==> src/lsu_settings.svh <==
// Widths and bus encodings for the load/store unit.
// Included by the package and by any RTL file that uses the size
// or transfer codes directly.

`ifndef LSU_SETTINGS_SVH
`define LSU_SETTINGS_SVH

// ====================
// Widths
// ====================
`define LSU_XLEN        32
`define LSU_REG_IDX_W   5

// ====================
// AHB encodings
// ====================
// Access size, same values as hsize
`define LSU_SIZE_BYTE   2'd0
`define LSU_SIZE_HALF   2'd1
`define LSU_SIZE_WORD   2'd2

`define LSU_HTRANS_IDLE   2'b00
`define LSU_HTRANS_NONSEQ 2'b10

`endif

==> src/lsu_pkg.sv <==
// Shared types of the load/store unit.
// Holds the vector typedefs, the AHB transfer enum and the structs
// that carry requests, data-phase context and responses.

`include "lsu_settings.svh"

package lsu_pkg;

   // ====================
   // Plain vectors
   // ====================
   typedef logic [`LSU_XLEN-1:0]      word_t;
   typedef logic [`LSU_REG_IDX_W-1:0] reg_idx_t;
   typedef logic [1:0]                acc_size_t;
   // Byte lane within a word
   typedef logic [1:0]                byte_off_t;

   // AHB transfer type, only the two used codes
   typedef enum logic [1:0] {
      HTRANS_IDLE   = `LSU_HTRANS_IDLE,
      HTRANS_NONSEQ = `LSU_HTRANS_NONSEQ
   } htrans_e;

   // ====================
   // Structs
   // ====================
   // One access from the core
   typedef struct packed {
      logic      is_store;
      acc_size_t size;
      logic      is_unsigned;
      word_t     addr;
      word_t     wdata;
      reg_idx_t  rd;
   } lsu_req_t;

   // What the data phase needs to remember about its access
   typedef struct packed {
      logic      valid;
      logic      is_store;
      acc_size_t size;
      logic      is_unsigned;
      byte_off_t offset;
      reg_idx_t  rd;
   } lsu_ctx_t;

   // Result handed back to the core
   typedef struct packed {
      logic     is_store;
      reg_idx_t rd;
      word_t    rdata;
      logic     err;
   } lsu_rsp_t;

endpackage

==> src/lsu_lane_align.sv <==
// Byte lane steering for the data port.
// Store side moves the low byte or halfword of the store data into the
// lane given by the address; load side picks the lane of the current
// data phase out of hrdata and sign- or zero-extends it.
// Purely combinational, written for a 32-bit bus.

`timescale 1ns/1ps

`include "lsu_settings.svh"

module lsu_lane_align (
   input  lsu_pkg::acc_size_t st_size,
   input  lsu_pkg::byte_off_t st_offset,
   input  lsu_pkg::word_t     st_data,
   input  lsu_pkg::lsu_ctx_t  ctx,
   input  lsu_pkg::word_t     hrdata,
   output lsu_pkg::word_t     store_placed,
   output lsu_pkg::word_t     load_value
);

   import lsu_pkg::*;

   logic [7:0]  load_byte;
   logic [15:0] load_half;
   logic        fill;

   // ====================
   // Store placement
   // ====================
   always_comb begin
      case (st_size)
         `LSU_SIZE_BYTE: begin
            case (st_offset)
               2'd0:    store_placed = {24'b0, st_data[7:0]};
               2'd1:    store_placed = {16'b0, st_data[7:0], 8'b0};
               2'd2:    store_placed = {8'b0, st_data[7:0], 16'b0};
               default: store_placed = {st_data[7:0], 24'b0};
            endcase
         end
         `LSU_SIZE_HALF: begin
            // Bit 0 of the offset is zero for an aligned halfword
            if (st_offset[1]) begin
               store_placed = {st_data[15:0], 16'b0};
            end else begin
               store_placed = {16'b0, st_data[15:0]};
            end
         end
         default: begin
            store_placed = st_data;
         end
      endcase
   end

   // ====================
   // Load extraction
   // ====================
   // Selected lane moved down to bit 0
   always_comb begin
      case (ctx.offset)
         2'd0:    load_byte = hrdata[7:0];
         2'd1:    load_byte = hrdata[15:8];
         2'd2:    load_byte = hrdata[23:16];
         default: load_byte = hrdata[31:24];
      endcase
   end

   assign load_half = ctx.offset[1] ? hrdata[31:16] : hrdata[15:0];

   // Extension bit, zero for unsigned loads
   always_comb begin
      case (ctx.size)
         `LSU_SIZE_BYTE: fill = ~ctx.is_unsigned & load_byte[7];
         `LSU_SIZE_HALF: fill = ~ctx.is_unsigned & load_half[15];
         default:        fill = 1'b0;
      endcase
   end

   always_comb begin
      case (ctx.size)
         `LSU_SIZE_BYTE: begin
            load_value = {{24{fill}}, load_byte};
         end
         `LSU_SIZE_HALF: begin
            load_value = {{16{fill}}, load_half};
         end
         default: begin
            load_value = hrdata;
         end
      endcase
   end

endmodule

==> src/lsu_addr_phase.sv <==
// Address phase of the AHB-lite data port.
// Drives haddr, htrans, hwrite and hsize straight from the core request
// and stalls the core through req_ready while the slave inserts waits.
// On acceptance the data-phase context and the lane-placed store word
// are registered for the following data phase.

`timescale 1ns/1ps

`include "lsu_settings.svh"

module lsu_addr_phase (
   input  logic               clk,
   input  logic               rst_n,
   input  logic               req_valid,
   input  lsu_pkg::lsu_req_t  req,
   input  logic               hready,
   input  lsu_pkg::word_t     store_placed,
   output logic               req_ready,
   output lsu_pkg::word_t     haddr,
   output lsu_pkg::htrans_e   htrans,
   output logic               hwrite,
   output lsu_pkg::acc_size_t hsize,
   output lsu_pkg::word_t     hwdata,
   output lsu_pkg::lsu_ctx_t  ctx
);

   import lsu_pkg::*;

   logic accept;

   // ====================
   // Address phase
   // ====================
   // A wait state on the previous data phase also stretches this one
   assign req_ready = hready;
   assign accept    = req_valid & hready;

   assign htrans = req_valid ? HTRANS_NONSEQ : HTRANS_IDLE;
   assign haddr  = req.addr;
   assign hwrite = req.is_store;
   assign hsize  = req.size;

   // ====================
   // Data-phase context
   // ====================
   always_ff @(posedge clk or negedge rst_n) begin
      if (!rst_n) begin
         ctx <= '0;
      end else if (hready) begin
         ctx.valid <= accept;
         if (accept) begin
            ctx.is_store    <= req.is_store;
            ctx.size        <= req.size;
            ctx.is_unsigned <= req.is_unsigned;
            ctx.offset      <= req.addr[1:0];
            ctx.rd          <= req.rd;
         end
      end
   end

   // Store word, already in its lanes, held through the data phase
   always_ff @(posedge clk) begin
      if (accept) begin
         hwdata <= store_placed;
      end
   end

   // ====================
   // Checks
   // ====================
   // Misaligned accesses are not handled by the lane logic
   a_aligned: assert property (
      @(posedge clk) disable iff (!rst_n)
      accept |-> !(req.size == `LSU_SIZE_HALF && req.addr[0]) &&
                 !(req.size == `LSU_SIZE_WORD && req.addr[1:0] != 2'b00))
      else $error("misaligned access accepted at %h", req.addr);

   a_size_legal: assert property (
      @(posedge clk) disable iff (!rst_n)
      req_valid |-> req.size inside {`LSU_SIZE_BYTE, `LSU_SIZE_HALF, `LSU_SIZE_WORD})
      else $error("illegal access size %0d", req.size);

   // Core must hold a stalled request
   a_req_hold: assert property (
      @(posedge clk) disable iff (!rst_n)
      req_valid && !hready |=> req_valid && $stable(req))
      else $error("request changed or dropped during a wait state");

endmodule

==> src/lsu_resp_out.sv <==
// Response side of the load/store unit.
// Closes the data phase on the first edge with hready high and registers
// one response per access, carrying the register index, the extended
// load value and the bus error flag.

`timescale 1ns/1ps

module lsu_resp_out (
   input  logic              clk,
   input  logic              rst_n,
   input  lsu_pkg::lsu_ctx_t ctx,
   input  logic              hready,
   input  logic              hresp,
   input  lsu_pkg::word_t    load_value,
   output logic              rsp_valid,
   output lsu_pkg::lsu_rsp_t rsp
);

   import lsu_pkg::*;

   logic  done;
   word_t rdata_nxt;

   // Data phase completes here
   assign done = ctx.valid & hready;

   // No data is returned on stores or on a failed transfer
   assign rdata_nxt = (ctx.is_store | hresp) ? '0 : load_value;

   // ====================
   // Response register
   // ====================
   always_ff @(posedge clk or negedge rst_n) begin
      if (!rst_n) begin
         rsp_valid <= 1'b0;
      end else begin
         rsp_valid <= done;
      end
   end

   always_ff @(posedge clk) begin
      if (done) begin
         rsp.is_store <= ctx.is_store;
         rsp.rd       <= ctx.rd;
         rsp.rdata    <= rdata_nxt;
         rsp.err      <= hresp;
      end
   end

   // ====================
   // Checks
   // ====================
   // Two-cycle AHB error response, first cycle with hready low
   a_err_two_cycle: assert property (
      @(posedge clk) disable iff (!rst_n)
      ctx.valid && hresp && hready |-> $past(hresp && !hready))
      else $error("error response without its wait cycle");

endmodule

==> src/lsu_top.sv <==
// Load/store unit between the core and an AHB-lite data port.
// The core hands over one request at a time; address and data phases
// of neighbouring accesses overlap, and each access returns one response
// in request order.

`timescale 1ns/1ps

module lsu_top (
   input  logic               clk,
   input  logic               rst_n,
   // Core side
   input  logic               req_valid,
   input  lsu_pkg::lsu_req_t  req,
   output logic               req_ready,
   output logic               rsp_valid,
   output lsu_pkg::lsu_rsp_t  rsp,
   // AHB-lite master
   output lsu_pkg::word_t     haddr,
   output lsu_pkg::htrans_e   htrans,
   output logic               hwrite,
   output lsu_pkg::acc_size_t hsize,
   output lsu_pkg::word_t     hwdata,
   input  lsu_pkg::word_t     hrdata,
   input  logic               hready,
   input  logic               hresp
);

   import lsu_pkg::*;

   lsu_ctx_t ctx;
   word_t    store_placed;
   word_t    load_value;

   lsu_addr_phase u_addr_phase (
      .clk          (clk),
      .rst_n        (rst_n),
      .req_valid    (req_valid),
      .req          (req),
      .hready       (hready),
      .store_placed (store_placed),
      .req_ready    (req_ready),
      .haddr        (haddr),
      .htrans       (htrans),
      .hwrite       (hwrite),
      .hsize        (hsize),
      .hwdata       (hwdata),
      .ctx          (ctx)
   );

   // Store side works on the live request, load side on the context
   lsu_lane_align u_lane_align (
      .st_size      (req.size),
      .st_offset    (req.addr[1:0]),
      .st_data      (req.wdata),
      .ctx          (ctx),
      .hrdata       (hrdata),
      .store_placed (store_placed),
      .load_value   (load_value)
   );

   lsu_resp_out u_resp_out (
      .clk        (clk),
      .rst_n      (rst_n),
      .ctx        (ctx),
      .hready     (hready),
      .hresp      (hresp),
      .load_value (load_value),
      .rsp_valid  (rsp_valid),
      .rsp        (rsp)
   );

endmodule

==> config.mk <==
export PLATFORM = sky130hd
export DESIGN_NAME = lsu_top
export DESIGN_NICKNAME = d
export VERILOG_FILES = /design/src/lsu_pkg.sv /design/src/lsu_lane_align.sv /design/src/lsu_addr_phase.sv /design/src/lsu_resp_out.sv /design/src/lsu_top.sv
export VERILOG_INCLUDE_DIRS = /design/src
export SDC_FILE = /design/constraint.sdc
export NUM_CORES = 1
export LEC_CHECK = 0
export BUFFER_PORTS_ARGS = -buffer_cell sky130_fd_sc_hd__buf_4
export CORE_ASPECT_RATIO = 0.75
export CORE_UTILIZATION = 25
export CTS_CLUSTER_SIZE = 25
export DETAILED_ROUTE_END_ITERATION = 8
export GPL_TIMING_DRIVEN = 0
export SLEW_MARGIN = 20
export SYNTH_ARGS = -nofsm -noshare
export SYNTH_HDL_FRONTEND = slang
export SYNTH_HIERARCHICAL = 1
export SYNTH_SLANG_ARGS = --single-unit
==> constraint.sdc <==
create_clock -name clk -period 1.9 [get_ports clk]
set_input_delay 0.38 -clock clk [delete_from_list [all_inputs] [get_ports clk]]
set_output_delay 0.38 -clock clk [all_outputs]
set_load 0.02 [all_outputs]
# Yosys cells after proc, flatten, opt, wreduce, memory -nomap -nowiden
# Cells that the tools add are included.
dict set report totals {
  reg_bits 84
}
dict set report op_classes {
  n_eq_ne 6
  mux 8
  n_bitwise 6
  n_reduce_logical 5
}
# cell count
set ops {}
lappend ops {{$pmux 32 s2} 2}
lappend ops {{$pmux 32 s3} 1}
lappend ops {{$mux 32} 1}
lappend ops {{$pmux 8 s3} 1}
lappend ops {{$mux 16} 1}
lappend ops {{$eq 2x1->1 const B} 4}
lappend ops {{$logic_not 2->1} 4}
lappend ops {{$and 1x1->1} 4}
lappend ops {{$eq 2x2->1 const B} 2}
lappend ops {{$mux 2} 1}
lappend ops {{$reduce_and 2->1} 1}
lappend ops {{$mux 1} 1}
lappend ops {{$not 1->1} 1}
lappend ops {{$or 1x1->1} 1}

# Logic depth before layout (Yosys ltp)
# Gate-level depths: netlist of run 1.
dict set report depth {
  word_depth 5
  ltp_mapped 7
  depth_no_buf 4
}

# Modules after synthesis
# Netlist of run 1, hierarchy kept.
# mod n_inst cells_per_inst area_per_inst_um2 seq_area_each_um2
set modules_own_cells {}
lappend modules_own_cells {lsu_addr_phase 1 99 1734.2 1261.2}
lappend modules_own_cells {lsu_resp_out 1 79 1660.3 1196.1}
lappend modules_own_cells {lsu_lane_align 1 189 1343.8 0.0}

# Least setup slack after synthesis of run 1
# Ideal clock, no wire load.
dict set report synth_timing {
  path_type {reg2reg}
  start {reg u_addr_phase/ctx[9] (netlist name)}
  end {reg u_resp_out/rsp[30] (netlist name)}
  t_arrival_ns 1.701
  required_time_ns 1.740
  path_slack_ns 0.039
  path_stages_with_launch 7
  synth_period_minus_slack_ns 1.861
  path_cell_list {dfrtp_1 clkbuf_1 or4_1 buf_2 buf_6 o31ai_2 nor3b_1}
}
dict set report synth_via {
  elab_chain_len 3
  word_cells_on_any_way 4
}
# element line_no
set synth_rtl {}
lappend synth_rtl {{$eq 2x1->1} {lsu_lane_align.sv:71, lsu_lane_align.sv:79}}
lappend synth_rtl {{$mux 1} n/a}
lappend synth_rtl {{$pmux 32 s2 *} lsu_lane_align.sv:79} ;# case (ctx.size)
lappend synth_rtl {{net load_value[29]} lsu_top.sv:32} ;# word_t load_value;
# The timed path passes the listed nets; every way through them passes the cells marked *.
# A chain may end at the register's enable or synchronous reset.

# Worst setup path in the final report of run 1
dict set report layout_timing {
  start {reg u_addr_phase/ctx[6] (netlist name)}
  end {reg u_resp_out/rsp[16] (netlist name)}
}
dict set report layout_via {
  elab_chain_len 5
  word_cells_on_any_way 9
}
# element line_no
set layout_rtl {}
lappend layout_rtl {{$eq 2x2->1 (tied with other cells)} lsu_lane_align.sv:59} ;# case (ctx.offset)
lappend layout_rtl {{$pmux 8 s3} lsu_lane_align.sv:59}
lappend layout_rtl {{$and 1x1->1} lsu_lane_align.sv:72} ;# `LSU_SIZE_BYTE: fill = ~ctx.is_unsigned & load_byte[7];
lappend layout_rtl {{$mux 1} n/a}
lappend layout_rtl {{$pmux 32 s2 *} lsu_lane_align.sv:79}
lappend layout_rtl {{net load_value[15]} lsu_top.sv:32}
# Marks and branches as above.

==> results_dict.tcl, run 1 <==
set metrics [dict create \
    setup_violations 12 \
    final_nets 684 \
    cp_max_fo 8 \
    wl_per_cell_microns 17.5 \
    cp.required_ps 2100 \
    grt_antenna_before_repair 0 \
    fin_skew_ps 17.0 \
    clock_sinks 84 \
    mostFrequentLayoutCells "buf_4, edfxtp_1, nor3b_2, nand2_1" \
    numCtsBuffers 9 \
    ys_seq_elements 84 \
    syn_nets 477 \
    violations "setup timing" \
    pre_cts_ws_ps -334 \
    grt_start_max_net_pins 35 \
    dpl.hpwl_mm 10.7 \
    startpoint "u_addr_phase/ctx[6]$_DFFE_PN0P_" \
    die_area_sq_um 19500 \
    synth_area_sq_um 4740 \
    placed_cells 803 \
    end_kind "flip-flop" \
    firstDrtPassIters 5 \
    min_period_ps 1970 \
    max-vdd-ir-drop_mv 0.359 \
    layout_commonest_cell "buf_4" \
    ys_seq_area_share_pct 51.9 \
    timing.fmax_mhz 508 \
    rr_startpoint "u_addr_phase/ctx[6]$_DFFE_PN0P_" \
    postSynthCellCount 367 \
    drcViolationCount 0 \
    first_iter_violations 362 \
    critPathLaunchType "flip-flop" \
    report.final.hold_viol_count 0 \
    p_leak_nw 2.94 \
    num_rows 43 \
    gp_congestion 0.885 \
    clk_pin_slew_ps 70 \
    antennaDiodeCount 0 \
    cts.path.max_buffers 2 \
    vias_per_cell 4.65 \
    cts_tree "done" \
    drive_gt1_share_pct 59.1 \
    io_pins 220 \
    ys.warnings.count 6 \
    endpoint "u_resp_out/rsp[16]$_SDFFCE_PP0P_" \
    ys.flop_type "edfxtp_1" \
    hold_class "input port to flip-flop" \
    initial_core_util_pct 25.6 \
    r2r_end "u_resp_out/rsp[16]$_SDFFCE_PP0P_" \
    syn2layout_area_growth_pct 49.4 \
    ctsRootBufferMaster "clkbuf_16" \
    first_global_vias 3839 \
    run_status "finished, violations left" \
    grt_overflow 0 \
    port_buffers 188 \
    drt_wl_total_mm 14.4 \
    synth_edf_count 71 \
    die_w_microns 161 \
    power_density_nw_per_um2 817 \
    fill_cells 1788 \
    insertion_delay_ps 350 \
    fin_hold_ws_ps 267 \
    fin_util_pct 38.2 \
    grt_pass1_wl_mm 21.1 \
    max_cap_violations 0 \
    rsz0062_at_grt "yes" \
    antenna_left 0 \
    criticalPathCategory "flip-flop to flip-flop" \
    synthArstFlopShare_pct 15.5 \
    rr_worst_depth 4 \
    grtUsageTotal_pct 14.4 \
    r2r_setup_slack_ps -70 \
    slew_headroom_pct 53.8 \
    die_y_microns 121 \
    via_count 3845 \
    fin_crit_sh_pct 104 \
    ys_types 44 \
    slew_violations 0 \
    crit_arrival_ps 2170 \
    worst_slack_ps -67.1 \
    cts.htree.levels 3 \
    avgSynthCellArea_sq_um 12.9 \
    coreArea_sq_um 18500 \
    finalNonFillerCells 826 \
    worstMarginPinSlew_ps 692 \
    p_total_mw 5.78 \
]
[layout make-up]
class / instances / area (sq um) / share of cell area, %
Clock inverter: 7 / 77.6 / 1.10
Timing Repair Buffer: 199 / 1530 / 21.6
Tap cell: 247 / 309 / 4.37
Inverter: 13 / 48.8 / 0.690
Clock buffer: 9 / 225 / 3.18
Sequential cell: 84 / 2460 / 34.8
Multi-Input combinational cell: 202 / 1930 / 27.3
Buffer: 65 / 498 / 7.04
[through the flow]
step           setup TNS [ps]  cell area (sq um)
6_report                 -266               7080
5_1_grt                 -1800               7080
4_1_cts                  -131               6940
3_5_place_dp            -7950               6480
3_3_place_gp           -27450               6460
2_1_floorplan               0               4740
[metal layers]
metal | vias up | routed length (microns) | GRT usage [%]
li1 | 1767 | - | -
met1 | 1867 | 5960 | 18.1
met2 | 198 | 7000 | 23.3
met3 | 13 | 1290 | 4.44
met4 | 0 | 179 | 5.37
met5 | - | 0 | 0
[worst min path at each step]
stage | from | to | slack [ps] | cells after the start
floorplan | rst_n | u_addr_phase/ctx[0]$_DFFE_PN0P_ | 80 | 0
global placement | rst_n | u_addr_phase/ctx[4]$_DFFE_PN0P_ | 240 | 1
detailed placement | rst_n | u_addr_phase/ctx[11]$_DFFE_PN0P_ | 240 | 1
CTS | req[69] | u_addr_phase/ctx[7]$_DFFE_PN0P_ | 240 | 2
global route | req[1] | u_addr_phase/ctx[1]$_DFFE_PN0P_ | 240 | 2
finish | req[69] | u_addr_phase/ctx[7]$_DFFE_PN0P_ | 270 | 2
[critical path, cell delays in order, from the launching register on]
cell and delay (ps):
dfrtp_2 470, mux4_2 380, nor4b_4 520, a221o_1 270, nor3b_2 190
[power by group]
part / internal (mW) / switching [mW] / leakage (nW) / total [mW]
Clock: 1.02 / 0.739 / 0.146 / 1.76
Sequential: 2.18 / 0.0828 / 0.808 / 2.26
Combinational: 0.863 / 0.896 / 1.99 / 1.76
Total: 4.07 / 1.72 / 2.94 / 5.78
[flip-flops by register name, indices dropped and copies added (netlist names)]
signal,flops
u_resp_out/rsp,39
u_addr_phase/hwdata,32
u_addr_phase/ctx,12
u_resp_out/rsp_valid,1
[cell usage after synthesis (9+ instances only)]
master	instances	area share, %
a221o_1	11	2.3
a22o_1	15	2.8
and2_1	9	1.2
buf_4	38	6.0
clkbuf_1	15	1.2
dfrtp_1	13	6.9
edfxtp_1	71	45
inv_1	13	1.0
mux2i_1	11	2.3
nand2_1	25	2.0
nor2b_1	16	2.1
nor3b_2	30	7.9
o21ai_0	10	1.1
o31ai_2	9	2.4
[cell families after synthesis]
logic type,after synthesis,share of synthesized area [%]
muxes,23,6.05
and+or+nand+nor,100,16.1
other,1,0.0791
DFF,84,51.9
buffers and inverters,81,10.8
AOI/OAI and AO/OA,78,15.1
[timing repair]
action	in CTS	in global routing
hold endpoints to repair	13	0
gates cloned	0	1
buffers inserted	7	1
hold buffers	1	0
gates resized for setup	23	21
pin swaps	1	4
endpoints found under the setup margin	31	26
Power figures use the tool's default switching activity.
==> run 2, diff against run 1 <==
--- a/config.mk
+++ b/config.mk
@@ -6,7 +6,8 @@
 export SDC_FILE = /design/constraint.sdc
 export NUM_CORES = 1
 export LEC_CHECK = 0
-export BUFFER_PORTS_ARGS = -buffer_cell sky130_fd_sc_hd__buf_4
+export ABC_CLOCK_PERIOD_IN_PS = 1900
+export BUFFER_PORTS_ARGS = -buffer_cell sky130_fd_sc_hd__clkbuf_2
 export CORE_ASPECT_RATIO = 0.75
 export CORE_UTILIZATION = 25
 export CTS_CLUSTER_SIZE = 25
==> results_dict.tcl, run 2 (synthesized netlist as in run 1, its figures left out) <==
set metrics [dict create \
    clock_sinks 84 \
    syn2layout_area_growth_pct 37.9 \
    cts_tree "done" \
    first_iter_violations 203 \
    cp.required_ps 2080 \
    largestRegisters "u_resp_out/rsp (39), u_addr_phase/hwdata (32), u_addr_phase/ctx (12)" \
    crit_arrival_ps 2140 \
    drcViolationCount 0 \
    r2r_setup_slack_ps -60 \
    grt_overflow 0 \
    timing.fmax_mhz 510 \
    rsz0062_at_grt "yes" \
    coreArea_sq_um 18500 \
    largest_register_ffs 39 \
    io_pins 220 \
    criticalPathCategory "flip-flop to flip-flop" \
    largest_register "u_resp_out/rsp" \
    critPathLaunchType "flip-flop" \
    rr_startpoint "u_addr_phase/ctx[5]$_DFFE_PN0P_" \
    grt_start_max_net_pins 33 \
    p_leak_nw 2.81 \
    drive_gt1_share_pct 58.5 \
    finalNonFillerCells 826 \
    run_status "finished, violations left" \
    grtUsageTotal_pct 13.4 \
    pre_cts_ws_ps -387 \
    hold_class "input port to flip-flop" \
    end_kind "flip-flop" \
    worstHoldStart "req[1]" \
    violations "setup timing" \
    layout_commonest_cell "clkbuf_2" \
    drt_wl_total_mm 13.3 \
    wl_per_cell_microns 16.0 \
    rr_worst_depth 5 \
    final_nets 684 \
    mostFrequentLayoutCells "clkbuf_2, edfxtp_1, buf_4, nor3b_2, nand2_1" \
    numCtsBuffers 9 \
    cts.path.max_buffers 2 \
    worst_slack_ps -59.0 \
    grt_pass1_wl_mm 19.3 \
    whs_path_depth 2 \
    slew_violations 0 \
    antenna_left 0 \
    slew_headroom_pct 55.2 \
    port_buffers 188 \
    max_cap_violations 0 \
    antennaDiodeCount 0 \
    worstMarginPinSlew_ps 671 \
    cts.htree.levels 3 \
    fin_skew_ps 12.5 \
    insertion_delay_ps 350 \
    max-vdd-ir-drop_mv 0.373 \
    hold_end "u_addr_phase/ctx[1]$_DFFE_PN0P_" \
    fin_crit_sh_pct 103 \
    num_rows 43 \
    r2r_end "u_resp_out/rsp[20]$_SDFFCE_PP0P_" \
    grt_antenna_before_repair 0 \
    min_period_ps 1960 \
    vias_per_cell 4.49 \
    report.final.hold_viol_count 0 \
    placed_cells 803 \
    die_w_microns 161 \
    die_y_microns 121 \
    ctsRootBufferMaster "clkbuf_16" \
    gp_congestion 0.848 \
    first_global_vias 3384 \
    die_area_sq_um 19500 \
    initial_core_util_pct 25.6 \
    clk_pin_slew_ps 60 \
    firstDrtPassIters 5 \
    setup_violations 9 \
    power_density_nw_per_um2 850 \
    via_count 3706 \
    p_total_mw 5.55 \
    cp_max_fo 8 \
    dpl.hpwl_mm 10.0 \
    fin_hold_ws_ps 266 \
    fill_cells 1855 \
]
## run 2: worst max path at each step
| stage | end | from | slack [ps] |
|---|---|---|---|
| after floorplan | u_resp_out/rsp[30]$_SDFFCE_PP0P_ | u_addr_phase/ctx[9]$_DFFE_PN0P_ | 40 |
| after global placement | u_resp_out/rsp[30]$_SDFFCE_PP0P_ | hready | -480 |
| after detailed placement | u_addr_phase/hwdata[22]$_DFFE_PP_ | req[70] | -390 |
| after CTS | u_resp_out/rsp[31]$_SDFFCE_PP0P_ | u_addr_phase/ctx[5]$_DFFE_PN0P_ | -2 |
| after global routing | u_resp_out/rsp[31]$_SDFFCE_PP0P_ | u_addr_phase/ctx[5]$_DFFE_PN0P_ | -100 |
| final | u_resp_out/rsp[20]$_SDFFCE_PP0P_ | u_addr_phase/ctx[5]$_DFFE_PN0P_ | -60 |
## run 2: metrics by stage
step	setup TNS, ps	cell area, sq um	util (%)
after floorplan	0	4740	-
after global placement	-34950	5990	32.4
after detailed placement	-7940	6010	32.5
after CTS	-2.76	6480	35.0
after global routing	-1110	6540	35.3
final	-168	6540	35.3
## run 2: critical path: stages, from the launching register on
cell and delay, ps:
dfrtp_2 440, nor3b_2 170, or4_4 420, buf_6 160, o31ai_1 360, nor3b_2 250
## run 2: routing by layer
metal	vias up	GRT usage (%)	wire [microns]	share of wire [%]
met5	-	0	0	0
met4	0	5.13	236	1.8
met3	17	3.83	910	6.9
met2	165	19.7	5850	44
met1	1760	18.4	6260	47
li1	1764	-	-	-
## run 2: repair_timing
action                                  in CTS  in global routing
buffers inserted                             8                  0
hold endpoints to repair                    13                  0
gates cloned                                 0                  1
resized for setup                           27                  8
endpoints found under the setup margin      36                 26
pin swaps                                    3                  0
hold buffers                                 1                  0
## run 2: final cells by class
class	instances	area (sq um)	share of cell area (%)
tap	247	309	4.73
timing repair buffer	199	1060	16.2
buffer	65	490	7.51
multi-input combinational	202	1880	28.7
inverter	13	48.8	0.747
clock inverter	7	66.3	1.01
sequential	84	2460	37.7
clock buffer	9	225	3.45
## run 2: report_power, final
group          total [mW]  switching (mW)  internal [mW]
Sequential           2.25          0.0749           2.18
Clock                1.73           0.715           1.01
Combinational        1.57           0.856          0.717
